===== src/write_engine_pkg.sv =====
////////////////////
// write engine shared definitions
// widths, job/line/command structs, state and opcode enums,
// and the default values of the top level parameters
////////////////////

package write_engine_pkg;

	////////////////////
	// widths
	////////////////////

	localparam int ADDR_W     = 64;
	localparam int DATA_W     = 512;
	localparam int SIZE_W     = 32;
	localparam int OFFSET_W   = 32;
	localparam int ELEM_BYTES = 4;
	localparam int ID_W       = 4;
	localparam int CMD_SIZE_W = 12;

	// parameter defaults, overridden from the top level
	localparam int FIFO_DEPTH_DEF         = 16;
	localparam int FIFO_HEADROOM_DEF      = 4;
	localparam int MAX_ROUND_REQUESTS_DEF = 8;
	localparam int ENGINE_ID_DEF          = 3;

	////////////////////
	// enums
	////////////////////

	typedef enum logic {
		write_na = 1'b0,
		write_ms = 1'b1
	} write_opcode_e;

	typedef enum logic [2:0] {
		stream_reset   = 3'd0,
		stream_idle    = 3'd1,
		stream_set     = 3'd2,
		stream_start   = 3'd3,
		stream_req     = 3'd4,
		stream_pending = 3'd5,
		stream_done    = 3'd6
	} stream_state_e;

	////////////////////
	// structs
	////////////////////

	// job descriptor, total_size counts elements
	typedef struct packed {
		logic [ADDR_W-1:0] base_addr;
		logic [SIZE_W-1:0] total_size;
		write_opcode_e     opcode;
	} job_t;

	// one data line plus its place in the array
	typedef struct packed {
		logic [OFFSET_W-1:0] offset;
		logic [SIZE_W-1:0]   real_size;
		logic [DATA_W-1:0]   data;
	} data_line_t;

	typedef struct packed {
		logic [ADDR_W-1:0]     address;
		logic [CMD_SIZE_W-1:0] byte_size;
		logic [SIZE_W-1:0]     real_size;
		logic [ID_W-1:0]       engine_id;
		write_opcode_e         opcode;
	} write_cmd_t;

	typedef struct packed {
		logic [SIZE_W-1:0] real_size;
	} write_resp_t;

	typedef struct packed {
		logic full;
		logic alfull;
		logic empty;
	} fifo_status_t;

endpackage

===== src/write_stream_fsm.sv =====
////////////////////
// write stream FSM
// takes a job, then runs request rounds until no elements
// are left, waiting for all responses after every round
////////////////////

`timescale 1ns/1ps

module write_stream_fsm (
	input  logic clock,
	input  logic rstn,
	input  logic job_valid,
	input  logic budget_full,
	input  logic round_settled,
	input  logic remaining_zero,
	output logic job_load,
	output logic send_enable,
	output logic round_clear,
	output logic job_done,
	output logic busy
);

	write_engine_pkg::stream_state_e state;
	write_engine_pkg::stream_state_e next_state;

	always_ff @(posedge clock or negedge rstn) begin
		if (!rstn)
			state <= write_engine_pkg::stream_reset;
		else
			state <= next_state;
	end

	////////////////////
	// next state
	////////////////////

	always_comb begin
		next_state = state;
		case (state)
			write_engine_pkg::stream_reset: begin
				next_state = write_engine_pkg::stream_idle;
			end
			write_engine_pkg::stream_idle: begin
				if (job_valid)
					next_state = write_engine_pkg::stream_set;
			end
			write_engine_pkg::stream_set: begin
				next_state = write_engine_pkg::stream_start;
			end
			write_engine_pkg::stream_start: begin
				next_state = write_engine_pkg::stream_req;
			end
			// both inputs look ahead at this cycle's issue,
			// so the round never overshoots
			write_engine_pkg::stream_req: begin
				if (budget_full || remaining_zero)
					next_state = write_engine_pkg::stream_pending;
			end
			write_engine_pkg::stream_pending: begin
				if (round_settled)
					next_state = write_engine_pkg::stream_done;
			end
			write_engine_pkg::stream_done: begin
				if (remaining_zero)
					next_state = write_engine_pkg::stream_idle;
				else
					next_state = write_engine_pkg::stream_start;
			end
			default: begin
				next_state = write_engine_pkg::stream_reset;
			end
		endcase
	end

	////////////////////
	// outputs
	////////////////////

	// single cycle strobes
	assign job_load    = (state == write_engine_pkg::stream_idle) && job_valid;
	assign round_clear = (state == write_engine_pkg::stream_start);
	assign job_done    = (state == write_engine_pkg::stream_done) && remaining_zero;

	// registered from next state, so they line up with the state itself
	always_ff @(posedge clock or negedge rstn) begin
		if (!rstn) begin
			send_enable <= 1'b0;
			busy        <= 1'b0;
		end else begin
			send_enable <= (next_state == write_engine_pkg::stream_req);
			busy        <= (next_state != write_engine_pkg::stream_idle) &&
			               (next_state != write_engine_pkg::stream_reset);
		end
	end

endmodule


===== config.mk =====
export PLATFORM = sky130hd
export DESIGN_NAME = write_stream_fsm
export DESIGN_NICKNAME = d
export VERILOG_FILES = /design/src/write_engine_pkg.sv /design/src/write_stream_fsm.sv
export SDC_FILE = /design/constraint.sdc
export NUM_CORES = 1
export LEC_CHECK = 0
export BUFFER_PORTS_ARGS = -buffer_cell sky130_fd_sc_hd__buf_2
export CORE_AREA = 2 2 39 41
export DETAILED_ROUTE_END_ITERATION = 7
export DIE_AREA = 0 0 41 43
export HOLD_SLACK_MARGIN = 0.1
export RECOVER_POWER = 50
export SLEW_MARGIN = 20
export SYNTH_ARGS = -nofsm -noshare
export SYNTH_HDL_FRONTEND = slang
export SYNTH_SLANG_ARGS = --single-unit

===== constraint.sdc =====
create_clock -name clock -period 2 [get_ports clock]
set_input_delay 0.2 -clock clock [delete_from_list [all_inputs] [get_ports clock]]
set_output_delay 0.2 -clock clock [all_outputs]
set_load 0.005 [all_outputs]

==> Flow_metrics.wiki, run 1 <==
{| class="wikitable"
! Metric !! Value
|-
| Run status || finished clean
|-
| Maximum operating frequency || 608.2 MHz
|-
| Area Growth Syn to Fin || 40.39%
|-
| Starting density of the core || 18.35%
|-
| Worst setup slack before clock tree synthesis || 0.3532 ns
|-
| Depth of the worst hold-timing path || 3
|-
| Netlist area before placement || 254.0 um^2
|-
| Syn nets || 28
|-
| Hold violation count in the final report || 0
|-
| Share of the core filled with cells || between 20% and 30%
|-
| Setup ws final || approximately 0.36 ns
|-
| Number of max-cap violations || 0
|-
| EDFF count, synth || 0
|-
| Count of H-tree levels built during CTS || 1
|-
| Max incr delay on CP || 0.53 ns
|-
| Fin cells || 53
|-
| Proportion of synthesized chip area in sequential cells || 49.26%
|-
| DR vias/cell || between 4 and 5
|-
| Height of the die || 43 um
|-
| Post-synthesis share of cell area spent on and, or, nand and nor gates || about 41%
|-
| Quantity of I/O buffers inserted on ports || 10
|-
| Unrepaired setup endpoints after global routing || false
|-
| Cell taking the most area after synthesis || sky130_fd_sc_hd__dfrtp_1
|-
| Clock slew seen by the registers of the worst setup and hold paths || 0.05 ns
|-
| Routed wire per std cell || ~11 um
|-
| Total of hold buffers inserted after clock tree synthesis || 1
|-
| Number of cells on the worst reg-to-reg path || 3
|-
| Count of buffers added by post-CTS timing repair for setup || 0
|-
| Die W || 41 um
|-
| Source-to-sink clock delay at the later pin of the worst-skew pair || around 0.25 ns
|-
| Highest fanout seen on the critical path || 9
|-
| Synth top area cells || sky130_fd_sc_hd__dfrtp_1 (49%), sky130_fd_sc_hd__nor3b_1 (5.9%), sky130_fd_sc_hd__and4bb_1 (4.9%)
|-
| Path category of the worst min-delay check || in2reg
|-
| Crit Path Class || reg2reg
|-
| Power density relative to cell area || 1444 mW/mm^2
|-
| Area of the core || 0.001384 mm^2
|-
| Cts bufs inserted || 3
|-
| Minimum period implied by the final worst setup slack || 1.644 ns
|-
| Clock root buffer || sky130_fd_sc_hd__clkbuf_4
|-
| Cell area after layout || 356.6 um^2
|-
| Leakage || 0.1765 nW
|-
| Number of setup violations in the final report || 0
|-
| Post-synthesis share of cell area spent on xor and xnor gates || 0%
|-
| Multiplexer area fraction after synthesis || 0%
|-
| Adder-cell area share of the yosys netlist || 0%
|-
| Cell types with the highest counts after synthesis || sky130_fd_sc_hd__dfrtp_1 (5), sky130_fd_sc_hd__nor3_1 (2), sky130_fd_sc_hd__nor3b_1 (2)
|-
| Kind of start point of the critical path || flop
|-
| Crit. path cell count || 3
|-
| Final Cycle Share || 82.21%
|-
| Required time at the worst-slack endpoint || around 2.1 ns
|-
| Avg Cell Area, Syn || 11.55 um^2
|-
| Transition time of the tightest slew-check pin || between 0.3 and 0.4 ns
|-
| Critical path arrival || 1.77 ns
|-
| Top FF cell, synth || sky130_fd_sc_hd__dfrtp_1
|-
| Die Footprint || 0.001763 mm^2
|-
| Total negative setup slack || 0 ns
|-
| # nets final || 44
|-
| Via count of the first global-routing pass || 206
|-
| Ports || 11
|-
| DRC viols || 0
|-
| 1st-pass router iterations || 4
|-
| Final RePlAce weighted congestion || 0.6909
|-
| Synth Area in Compound Gates || 7.882%
|-
| # fillers || 155
|-
| Fraction of layout instances using a drive strength above 1 || between 30 and 40%
|-
| Largest family of logic cells by synthesized area || simple AND/OR/NAND/NOR gates
|-
| Inst Count DP || 48
|-
| Buffer levels on the longest clock path || 2
|-
| Overall overflow remaining after global route || 0
|-
| Endpoint class of the critical path || flop
|-
| Critical Path Slowest Stage Cell || sky130_fd_sc_hd__or4_4
|-
| Placed standard-cell area || 324.1 um^2
|-
| Cell variety after synth || 16
|-
| Total via count after detailed routing || roughly 220
|-
| Maximum number of pins on one net before global-route repair || 10
|-
| Number of max-slew violations in the final report || 0
|-
| Number of antenna violations at the first check in global routing || 0
|-
| CTS tree || built
|-
| Global Route Usage Sum || about 7.6%
|-
| Worst path bufs/invs || 0
|-
| Most frequent cell after synthesis || sky130_fd_sc_hd__dfrtp_1
|-
| Number of instances in the synthesized netlist || 22
|-
| Sink count of the clock tree || 5
|-
| Remaining antenna violation count after routing || 0
|-
| Flip-flop and latch count after synthesis || 5
|-
| Iteration-0 DRC Markers || 5
|-
| Aggregate routed wire length || 557 um
|-
| Number of cells upsized or downsized after cts || 0
|-
| Number of antenna repair diodes || 0
|-
| Global-route wire length before repair || around 840 um
|-
| Cell family contributing the most delay on the critical path || simple AND/OR/NAND/NOR gates
|-
| Worst relative slew slack || around four fifths
|-
| Cell-by-cell trace of the critical path || and4b_1 -> or4_4 -> or3_1
|-
| Number of warnings issued by yosys || 0
|-
| Setup clock skew after layout || 0.004817 ns
|-
| Number of placement rows || 14
|-
| Setup slack of the worst register-to-register path || 0.36 ns
|-
| Async set or reset register ratio after synthesis || 100.0%
|-
| Synth top area share || 49.26%
|-
| Maximum vdd drop || around 0.36 mV
|-
| Estimated wirelength of the detail-placed design || 422.2 um
|}
## power breakdown
| group | internal [mW] | switching (mW) |
|---|---|---|
| Sequential | 0.149 | 0.0544 |
| Combinational | 0.114 | 0.0779 |
| Clock | 0.0756 | 0.0438 |
## layer usage
metal  part of all wire [%]  vias to the layer above  routed length (um)  track usage [%]
met5                      0                        -                   0                0
met4                      0                        0                   0            4.000
met3                    7.0                        0                  39            6.283
met2                     45                        9                 251            9.375
met1                     48                       97                 266            9.061
li1                       -                      116                   -                -
## registers in the layout, summed over array words and instances, names as in the netlist
name,count
busy,1
send_enable,1
state,3
## worst reg2reg max path, stage by stage, from the launching register on
cell and delay (ns):
sky130_fd_sc_hd__dfrtp_1 0.45, sky130_fd_sc_hd__and4b_1 0.24, sky130_fd_sc_hd__or4_4 0.53, sky130_fd_sc_hd__or3_1 0.31
## final cells by class
type | instances | area [um^2] | area share, %
flip-flops and latches | 5 | 125.1 | 35.09
multi-input cells | 16 | 125.1 | 35.09
repair buffers | 11 | 56.30 | 15.79
clock buffers | 4 | 26.28 | 7.368
well taps | 16 | 20.02 | 5.614
inverters | 1 | 3.754 | 1.053
## final timing paths
| path | from | end |
|---|---|---|
| max | state[0] | busy |
| min | round_settled | state[0] |
| max reg2reg | state[0] | busy |
| min reg2reg | state[2] | state[0] |
| max in group asynchronous | rstn | state[0] |
| min in group asynchronous | rstn | busy |
## through the flow
| stage | total power, mW | hold slack (ns) |
|---|---|---|
| after floorplan | 0.3296 | -0.09559 |
| final | 0.5149 | 0.3133 |
| after global placement | 0.3984 | 0.01578 |
| after detailed placement | 0.4015 | 0.01921 |
| after CTS | 0.5321 | 0.2868 |
| after global routing | 0.5622 | 0.3238 |
## placed cells by master, fill, tap and decap left out, types with 2 or more instances in the layout
master                     Yosys  routed
sky130_fd_sc_hd__clkbuf_1      0       4
sky130_fd_sc_hd__nor3b_1       2       2
sky130_fd_sc_hd__dfrtp_1       5       5
sky130_fd_sc_hd__clkbuf_4      0       3
sky130_fd_sc_hd__nor3_1        2       2
sky130_fd_sc_hd__buf_2         0       7
## kinds of logic (layout without fill, tap and decap cells)
| logic type | count (synthesis) | after routing |
|---|---|---|
| and+or+nand+nor | 13 | 13 |
| DFF | 5 | 5 |
| buffers and inverters | 1 | 16 |
| AOI/OAI and AO/OA | 3 | 3 |
Note: power is estimated with default switching activity, not from simulation.
==> inputs of run 2 (changes only) <==
--- a/config.mk
+++ b/config.mk
@@ -5,6 +5,7 @@
 export SDC_FILE = /design/constraint.sdc
 export NUM_CORES = 1
 export LEC_CHECK = 0
+export ABC_AREA = 1
 export BUFFER_PORTS_ARGS = -buffer_cell sky130_fd_sc_hd__buf_2
 export CORE_AREA = 2 2 39 41
 export DETAILED_ROUTE_END_ITERATION = 7
==> constraint.sdc (replaced) <==
create_clock -name clock -period 1.55 [get_ports clock]
set_input_delay 0.155 -clock clock [delete_from_list [all_inputs] [get_ports clock]]
set_output_delay 0.155 -clock clock [all_outputs]
set_load 0.005 [all_outputs]
==> run 2 against run 1 <==
Net effect: power grew 43%; largest power group is now combinational logic; critical path type is now reg2out; final cell count up 25%; die area unchanged; clock skew shrank 0.0022 ns; combinational power grew 72%; flip-flop and latch count stayed put; worst hold slack worse by 0.061 ns; global-route usage is 0.48 points lower; via count is 24% higher; area after synthesis increased by 7.9%.
==> Flow_metrics.wiki, run 2 <==
{| class="wikitable"
! Metric !! Value
|-
| Switching Fraction || 42.80% (+8.6 points)
|-
| Count of H-tree levels built during CTS || 1 (unchanged)
|-
| Cell taking the most area after synthesis || sky130_fd_sc_hd__dfrtp_1
|-
| Source-to-sink clock delay at the later pin of the worst-skew pair || 0.24 ns (about the same)
|-
| Clock slew seen by the registers of the worst setup and hold paths || 0.04 ns (about the same)
|-
| Clock root buffer || sky130_fd_sc_hd__clkbuf_4
|-
| Number of max-slew violations in the final report || 0 (unchanged)
|-
| Cell family contributing the most delay on the critical path || flip-flops
|-
| Estimated wirelength of the detail-placed design || 428.8 um (+1.6%)
|-
| Part of the total power dissipated in sequential elements || 35.3% (-4.3 points)
|-
| Netlist area before placement || 274.0 um^2 (+7.9%)
|-
| Total via count after detailed routing || 275 (+24%)
|-
| Avg Cell Area, Syn || 7.829 um^2 (-32%)
|-
| Most frequent cell after synthesis || sky130_fd_sc_hd__nand2_1
|-
| Critical path arrival || 1.10 ns (-0.67 ns)
|-
| Worst relative slew slack || 83.75% (+4.2 points)
|-
| Number of cells upsized or downsized after cts || 0 (unchanged)
|-
| Total negative setup slack || 0 ns (unchanged)
|-
| CTS tree || built
|-
| Maximum number of pins on one net before global-route repair || 8 (-2)
|-
| DR vias/cell || 4.167 (-0.53%)
|-
| Adder-cell area share of the yosys netlist || 0% (unchanged)
|-
| Cell variety after synth || 11 (-5)
|-
| DRC viols || 0 (unchanged)
|-
| Routed wire per std cell || 7.939 um (-24%)
|-
| Overall overflow remaining after global route || 0 (unchanged)
|-
| Maximum operating frequency || 794.5 MHz
|-
| Transition time of the tightest slew-check pin || 0.2438 ns (-0.06090 ns)
|-
| Endpoint class of the critical path || output port
|-
| Clock group share of total power || 19.9% (-3.3 points)
|-
| Cell-by-cell trace of the critical path || inv_1 -> nand3_1 -> nor2_1 -> buf_2
|-
| Required time at the worst-slack endpoint || 1.39 ns (-0.73 ns)
|-
| Biggest regs || state: 3 flops, busy: 1 flops, send_enable: 1 flops
|-
| Flip-flop and latch count after synthesis || 5 (unchanged)
|-
| Number of placement rows || 14 (unchanged)
|-
| Crit Path Class || reg2out
|-
| Maximum vdd drop || 0.4016 mV (+11%)
|-
| Remaining antenna violation count after routing || 0 (unchanged)
|-
| Largest family of logic cells by synthesized area || simple AND/OR/NAND/NOR gates
|-
| Syn nets || 41 (+46%)
|-
| Synth Area in Compound Gates || 0% (-7.9 points)
|-
| Most flops, register || state
|-
| Proportion of synthesized chip area in sequential cells || 45.66% (-3.6 points)
|-
| Area of the core || 0.001384 mm^2 (unchanged)
|-
| Multiplexer area fraction after synthesis || 0% (unchanged)
|-
| Sink count of the clock tree || 5 (unchanged)
|-
| Leakage || 0.2063 nW (+17%)
|-
| Internal power consumption || 0.4213 mW (+24%)
|-
| Via count of the first global-routing pass || 214 (+3.9%)
|-
| Cell area after layout || 377.9 um^2 (+6.0%)
|-
| Placed standard-cell area || 344.1 um^2 (+6.2%)
|-
| Number of warnings issued by yosys || 0 (unchanged)
|-
| Cts bufs inserted || 3 (unchanged)
|-
| Count of buffers added by post-CTS timing repair for setup || 0 (unchanged)
|-
| Overall Power || 0.7366 mW (+43%)
|-
| Synth top area cells || sky130_fd_sc_hd__dfrtp_1 (46%), sky130_fd_sc_hd__nand2_1 (9.6%), sky130_fd_sc_hd__nand3_1 (9.1%)
|-
| Run status || finished clean
|-
| Number of antenna repair diodes || 0 (unchanged)
|-
| Highest fanout seen on the critical path || 5 (-4)
|-
| Die Footprint || 0.001763 mm^2 (unchanged)
|-
| Top FF cell, synth || sky130_fd_sc_hd__dfrtp_1
|-
| Setup clock skew after layout || 0.002601 ns (-0.002216 ns)
|-
| Global Route Usage Sum || 7.164% (-0.48 points)
|-
| Post-synthesis share of cell area spent on and, or, nand and nor gates || 47.03% (+5.7 points)
|-
| Die W || 41 um (unchanged)
|-
| Buffer levels on the longest clock path || 2 (unchanged)
|-
| Number of max-cap violations || 0 (unchanged)
|-
| Max incr delay on CP || 0.41 ns (-0.12 ns)
|-
| Hold violation count in the final report || 0 (unchanged)
|-
| Number of flip-flops under the largest register name || 3 (unchanged)
|-
| Synth top area share || 45.66% (-3.6 points)
|-
| Final RePlAce weighted congestion || 0.6907 (about the same)
|-
| Net switching power || 0.3153 mW (+79%)
|-
| Post-synthesis share of cell area spent on xor and xnor gates || 0% (unchanged)
|-
| 1st-pass router iterations || 4 (unchanged)
|-
| Number of setup violations in the final report || 0 (unchanged)
|-
| Fraction of power consumed by combinational cells || 44.8% (+7.6 points)
|-
| Power density relative to cell area || 1949 mW/mm^2 (+35%)
|-
| Fraction of layout instances using a drive strength above 1 || 36.00% (-1.8 points)
|-
| Number of instances in the synthesized netlist || 35 (+59%)
|-
| Path category of the worst min-delay check || in2reg
|-
| Worst path bufs/invs || 2 (+2)
|-
| Total of hold buffers inserted after clock tree synthesis || 1 (unchanged)
|-
| EDFF count, synth || 0 (unchanged)
|-
| Area Growth Syn to Fin || 37.90%
|-
| Async set or reset register ratio after synthesis || 100.0% (unchanged)
|-
| Starting density of the core || 19.80% (+1.4 points)
|-
| Minimum period implied by the final worst setup slack || 1.259 ns
|-
| Height of the die || 43 um (unchanged)
|-
| Final Cycle Share || 81.21%
|-
| Iteration-0 DRC Markers || 3 (-2)
|-
| Cell types with the highest counts after synthesis || sky130_fd_sc_hd__nand2_1 (7), sky130_fd_sc_hd__dfrtp_1 (5), sky130_fd_sc_hd__nand3_1 (5), sky130_fd_sc_hd__inv_1 (4), sky130_fd_sc_hd__nor2_1 (4)
|-
| Number of antenna violations at the first check in global routing || 0 (unchanged)
|-
| Commonest non-fill, non-tap cell in the layout || sky130_fd_sc_hd__buf_2
|-
| # nets final || 57 (+30%)
|-
| Ports || 11 (unchanged)
|-
| Highest-count cells in the layout ignoring fill and taps || sky130_fd_sc_hd__buf_2 (8), sky130_fd_sc_hd__nand2_1 (7), sky130_fd_sc_hd__nand3_1 (5), sky130_fd_sc_hd__dfrtp_1 (5)
|-
| Kind of start point of the critical path || flop
|-
| Critical Path Slowest Stage Cell || sky130_fd_sc_hd__dfrtp_1
|-
| Aggregate routed wire length || 524 um (-5.9%)
|-
| Unrepaired setup endpoints after global routing || false
|-
| Global-route wire length before repair || 800 um (-4.9%)
|-
| Quantity of I/O buffers inserted on ports || 10 (unchanged)
|}
==> run 2: cell types whose count changed after synthesis, moves of 2 or more <==
cell                      previous run  this run
sky130_fd_sc_hd__inv_1               1         4
sky130_fd_sc_hd__nand2_1             0         7
sky130_fd_sc_hd__nand2_2             0         3
sky130_fd_sc_hd__nand3_1             0         5
sky130_fd_sc_hd__nand3_2             0         2
sky130_fd_sc_hd__nand4_1             0         2
sky130_fd_sc_hd__nor2_1              1         4
sky130_fd_sc_hd__nor3b_1             2         0
==> run 2: cells by family (layout without fill, tap and decap cells) <==
kind of cell,count (synthesis),count (layout)
flip-flops,5,5
buffers and inverters,5,20
AND/OR/NAND/NOR,25,25
==> run 2: final cells by class <==
cell class	instances	area, um^2
clock buffers	4	26.28
fillers	155	1006
inverters	5	20.02
multi-input cells	25	128.9
flip-flops and latches	5	125.1
well taps	16	20.02
repair buffers	11	57.56
==> run 2: path summary, 6_finish.rpt <==
check / from / endpoint / cells after the start / slack, ns
max: state[2] / job_load / 4 / 0.29
min: round_settled / state[0] / 4 / 0.25
max reg2reg: state[2] / send_enable / 5 / 0.53
min reg2reg: state[2] / state[2] / 3 / 0.67
max in group asynchronous: rstn / busy / 2 / 1.07
min in group asynchronous: rstn / state[1] / 2 / 0.28
==> run 2: worst min-delay path: stages <==
cell and delay, ns:
sky130_fd_sc_hd__buf_2 0.09, sky130_fd_sc_hd__nand2_1 0.05, sky130_fd_sc_hd__nand3_1 0.10, sky130_fd_sc_hd__nand2_1 0.06
==> run 2: stage by stage <==
step	instances	util [%]	hold slack, ns	worst slack, ns
2_1_floorplan	35	-	-0.1406	0.6253
3_3_place_gp	61	24.86	-0.02780	0.5199
3_5_place_dp	61	24.86	-0.02851	0.5316
4_1_cts	66	27.49	0.2473	0.2794
5_1_grt	66	27.31	0.2656	0.1620
6_report	66	27.31	0.2518	0.2913
==> run 2: power groups by stage <==
| stage | registers (mW) | logic [mW] | clock network [mW] |
|---|---|---|---|
| 5_1_grt | 0.271 | 0.376 | 0.165 |
| 2_1_floorplan | 0.250 | 0.255 | 0 |
| 3_3_place_gp | 0.265 | 0.336 | 0 |
| 4_1_cts | 0.262 | 0.340 | 0.154 |
| 3_5_place_dp | 0.264 | 0.336 | 0 |
| 6_report | 0.260 | 0.330 | 0.147 |
==> run 2: per-layer routing <==
metal / part of all wire [%] / global-route usage, % / vias to the layer above
met1: 39 / 8.824 / 127
met5: 0 / 0 / -
met4: 0 / 8.000 / 0
li1: - / - / 143
met2: 55 / 9.063 / 5
met3: 5.9 / 1.571 / 0
==> inputs of run 3 (changes only) <==
--- a/config.mk
+++ b/config.mk
@@ -5,7 +5,7 @@
 export SDC_FILE = /design/constraint.sdc
 export NUM_CORES = 1
 export LEC_CHECK = 0
-export ABC_AREA = 1
+export ABC_AREA = 0
 export BUFFER_PORTS_ARGS = -buffer_cell sky130_fd_sc_hd__buf_2
 export CORE_AREA = 2 2 39 41
 export DETAILED_ROUTE_END_ITERATION = 7
==> constraint.sdc (replaced) <==
create_clock -name clock -period 1.1 [get_ports clock]
set_input_delay 0.11 -clock clock [delete_from_list [all_inputs] [get_ports clock]]
set_output_delay 0.11 -clock clock [all_outputs]
set_load 0.005 [all_outputs]
==> run 3 against run 2 <==
Net effect: the run now ends with setup timing left; clock skew up 0.0027 ns; sequential share of layout area decreased by 6.1 points; first-iteration DRC count is 100% higher; clock-buffer cell count is the same; sequential power up 40%; wire length increased by 39%; via count decreased by 3.6%; final cell count is 6.1% lower; flip-flop and latch count unchanged; combinational power up 130%; core utilization rose by 6.9 points; clock power grew 50%; largest cell class is now non-clock buffers.
==> Flow_metrics.wiki, run 3 (synthesized netlist as in run 1, its figures left out) <==
{| class="wikitable"
! Metric !! Value
|-
| Grt met3 use || 4.712% (+3.1 points)
|-
| Clock group share of total power || 16.4% (-3.5 points)
|-
| Die Footprint || 0.001763 mm^2 (unchanged)
|-
| Part of the total power dissipated in sequential elements || 27.0% (-8.3 points)
|-
| Worst relative slew slack || 73.12% (-11 points)
|-
| Met2 layer usage reported by global route || 15.31% (+6.3 points)
|-
| Clock root buffer || sky130_fd_sc_hd__clkbuf_4
|-
| Iteration-0 DRC Markers || 6 (+3)
|-
| Critical Path Slowest Stage Cell || sky130_fd_sc_hd__or4_4
|-
| 1st-pass router iterations || 2 (-2)
|-
| Area of the core || 0.001384 mm^2 (unchanged)
|-
| Most flops, register || state
|-
| Ports || 11 (unchanged)
|-
| Endpoint class of the critical path || flop
|-
| Violated checks || setup timing
|-
| Die W || 41 um (unchanged)
|-
| Total negative setup slack || -2.128 ns (-2.128 ns)
|-
| Final-layout worst hold slack || 0.2430 ns (-0.008821 ns)
|-
| Number of placement rows || 14 (unchanged)
|-
| Quantity of I/O buffers inserted on ports || 10 (unchanged)
|-
| Cell-by-cell trace of the critical path || and4b_1 -> or4_4 -> or3_1
|-
| Buffer levels on the longest clock path || 2 (unchanged)
|-
| Crit Path Class || reg2reg
|-
| Starting density of the core || 18.35% (-1.4 points)
|-
| Setup clock skew after layout || 0.005332 ns (+0.002731 ns)
|-
| Minimum period implied by the final worst setup slack || 1.560 ns
|-
| Count of H-tree levels built during CTS || 1 (unchanged)
|-
| DRC viols || 0 (unchanged)
|-
| Setup ws final || -0.4603 ns (-0.7516 ns)
|-
| Cell area after layout || 473.0 um^2 (+25%)
|-
| Leakage || 0.2357 nW (+14%)
|-
| Worst setup slack before clock tree synthesis || -0.4741 ns (-1.006 ns)
|-
| Path category of the worst min-delay check || in2async
|-
| # fillers || 149 (-3.9%)
|-
| Routed wire per std cell || 11.71 um (+47%)
|-
| Aggregate routed wire length || 726 um (+39%)
|-
| Hold violation count in the final report || 0 (unchanged)
|-
| Source-to-sink clock delay at the later pin of the worst-skew pair || 0.24 ns (about the same)
|-
| Biggest regs || state: 3 flops, busy: 1 flops, send_enable: 1 flops
|-
| Number of antenna repair diodes || 0 (unchanged)
|-
| Fraction of layout instances using a drive strength above 1 || 63.04% (+27 points)
|-
| Transition time of the tightest slew-check pin || 0.4007 ns (+0.1569 ns)
|-
| Estimated wirelength of the detail-placed design || 457.8 um (+6.8%)
|-
| Required time at the worst-slack endpoint || 1.22 ns (-0.17 ns)
|-
| Internal power consumption || 0.9216 mW (+120%)
|-
| Number of max-cap violations || 0 (unchanged)
|-
| Total via count after detailed routing || 265 (-3.6%)
|-
| Global-route wire length before repair || 1.152 mm (+44%)
|-
| Height of the die || 43 um (unchanged)
|-
| DR vias/cell || 4.274 (+2.6%)
|-
| Overall overflow remaining after global route || 0 (unchanged)
|-
| Number of setup violations in the final report || 8 (+8)
|-
| Maximum vdd drop || 0.7614 mV (+90%)
|-
| Via count of the first global-routing pass || 264 (+23%)
|-
| Highest fanout seen on the critical path || 8 (+3)
|-
| Highest-count cells in the layout ignoring fill and taps || sky130_fd_sc_hd__buf_2 (7), sky130_fd_sc_hd__buf_6 (7), sky130_fd_sc_hd__buf_4 (4)
|-
| Run status || finished, violations left
|-
| Layer with the highest usage || met2
|-
| Critical path arrival || 1.68 ns (+0.58 ns)
|-
| Kind of start point of the critical path || flop
|-
| # nets final || 53 (-7.0%)
|-
| Sink count of the clock tree || 5 (unchanged)
|-
| Unrepaired setup endpoints after global routing || true
|-
| Fraction of power consumed by combinational cells || 56.6% (+12 points)
|-
| Placed standard-cell area || 361.6 um^2 (+5.1%)
|-
| Maximum operating frequency || 640.9 MHz
|-
| Switching Fraction || 31.74% (-11 points)
|-
| Final Cycle Share || 141.8%
|-
| Max incr delay on CP || 0.50 ns (+0.09 ns)
|-
| Number of flip-flops under the largest register name || 3 (unchanged)
|-
| GR met1 Demand/Resource || 11.94% (+3.1 points)
|-
| Clock slew seen by the registers of the worst setup and hold paths || 0.05 ns (about the same)
|-
| Share of the core filled with cells || 34.18% (+6.9 points)
|-
| Global Route Usage Sum || 10.45% (+3.3 points)
|-
| Number of max-slew violations in the final report || 0 (unchanged)
|-
| Number of antenna violations at the first check in global routing || 0 (unchanged)
|-
| Remaining antenna violation count after routing || 0 (unchanged)
|-
| Maximum number of pins on one net before global-route repair || 9 (+1)
|-
| Net switching power || 0.4285 mW (+36%)
|-
| Area Growth Syn to Fin || 86.21%
|-
| CTS tree || built
|-
| Final RePlAce weighted congestion || 0.7783 (+13%)
|-
| Power density relative to cell area || 2855 mW/mm^2 (+46%)
|-
| Cts bufs inserted || 3 (unchanged)
|}
## run 3: cell count changes in the layout (fill, tap and decap cells not counted), sizes merged, moves of 3 or more
cell / change
buf: +10
inv: -3
nand2: -10
nand3: -7
nor2: -4
## run 3: power groups by stage
stage | Clock (mW) | Combinational [mW] | Sequential (mW)
6_report | 0.221 | 0.765 | 0.364
5_1_grt | 0.241 | 0.834 | 0.382
2_1_floorplan | 0 | 0.252 | 0.348
4_1_cts | 0.228 | 0.659 | 0.347
3_5_place_dp | 0 | 0.490 | 0.352
3_3_place_gp | 0 | 0.491 | 0.350
## run 3: worst max-delay path, delay by kind of cell, from the launching register on
kind | cells | cell delay [ns]
flip-flops | 1 | 0.41
AND/OR/NAND/NOR | 3 | 1.01
## run 3: stage by stage
step	total power, mW	cells
2_1_floorplan	0.5992	22
3_3_place_gp	0.8412	53
3_5_place_dp	0.8429	53
4_1_cts	1.234	61
5_1_grt	1.457	62
6_report	1.350	62
## run 3: routing by layer
layer,wire length (um),vias up
li1,-,131
met1,296,126
met2,380,8
met3,49,0
met4,0,0
met5,0,-
## run 3: what timing repair did
| action | 4_1_cts | 5_1_grt |
|---|---|---|
| hold buffers | 1 | 0 |
| setup buffers | 4 | 1 |
| pin swaps | 0 | 1 |
| gates resized for setup | 6 | 6 |
| endpoints found under the setup margin | 8 | 8 |
| endpoints found under the hold margin | 5 | 0 |
## run 3: final timing paths
path,startpoint,endpoint,slack [ns],cells past startpoint
min reg2reg,state[0],state[0],0.66,2
min,rstn,busy,0.24,2
max,state[1],busy,-0.46,3
max in group asynchronous,rstn,state[0],0.61,2
max reg2reg,state[1],busy,-0.46,3
min in group clock,job_valid,state[0],0.24,3
## run 3: cell type report
type | count | area (um^2) | share of cell area [%]
Tap cell | 16 | 20.02 | 4.233
Sequential cell | 5 | 127.6 | 26.98
Timing Repair Buffer | 20 | 157.7 | 33.33
Clock buffer | 4 | 26.28 | 5.556
Multi-Input combinational cell | 16 | 137.6 | 29.10
Inverter | 1 | 3.754 | 0.7937
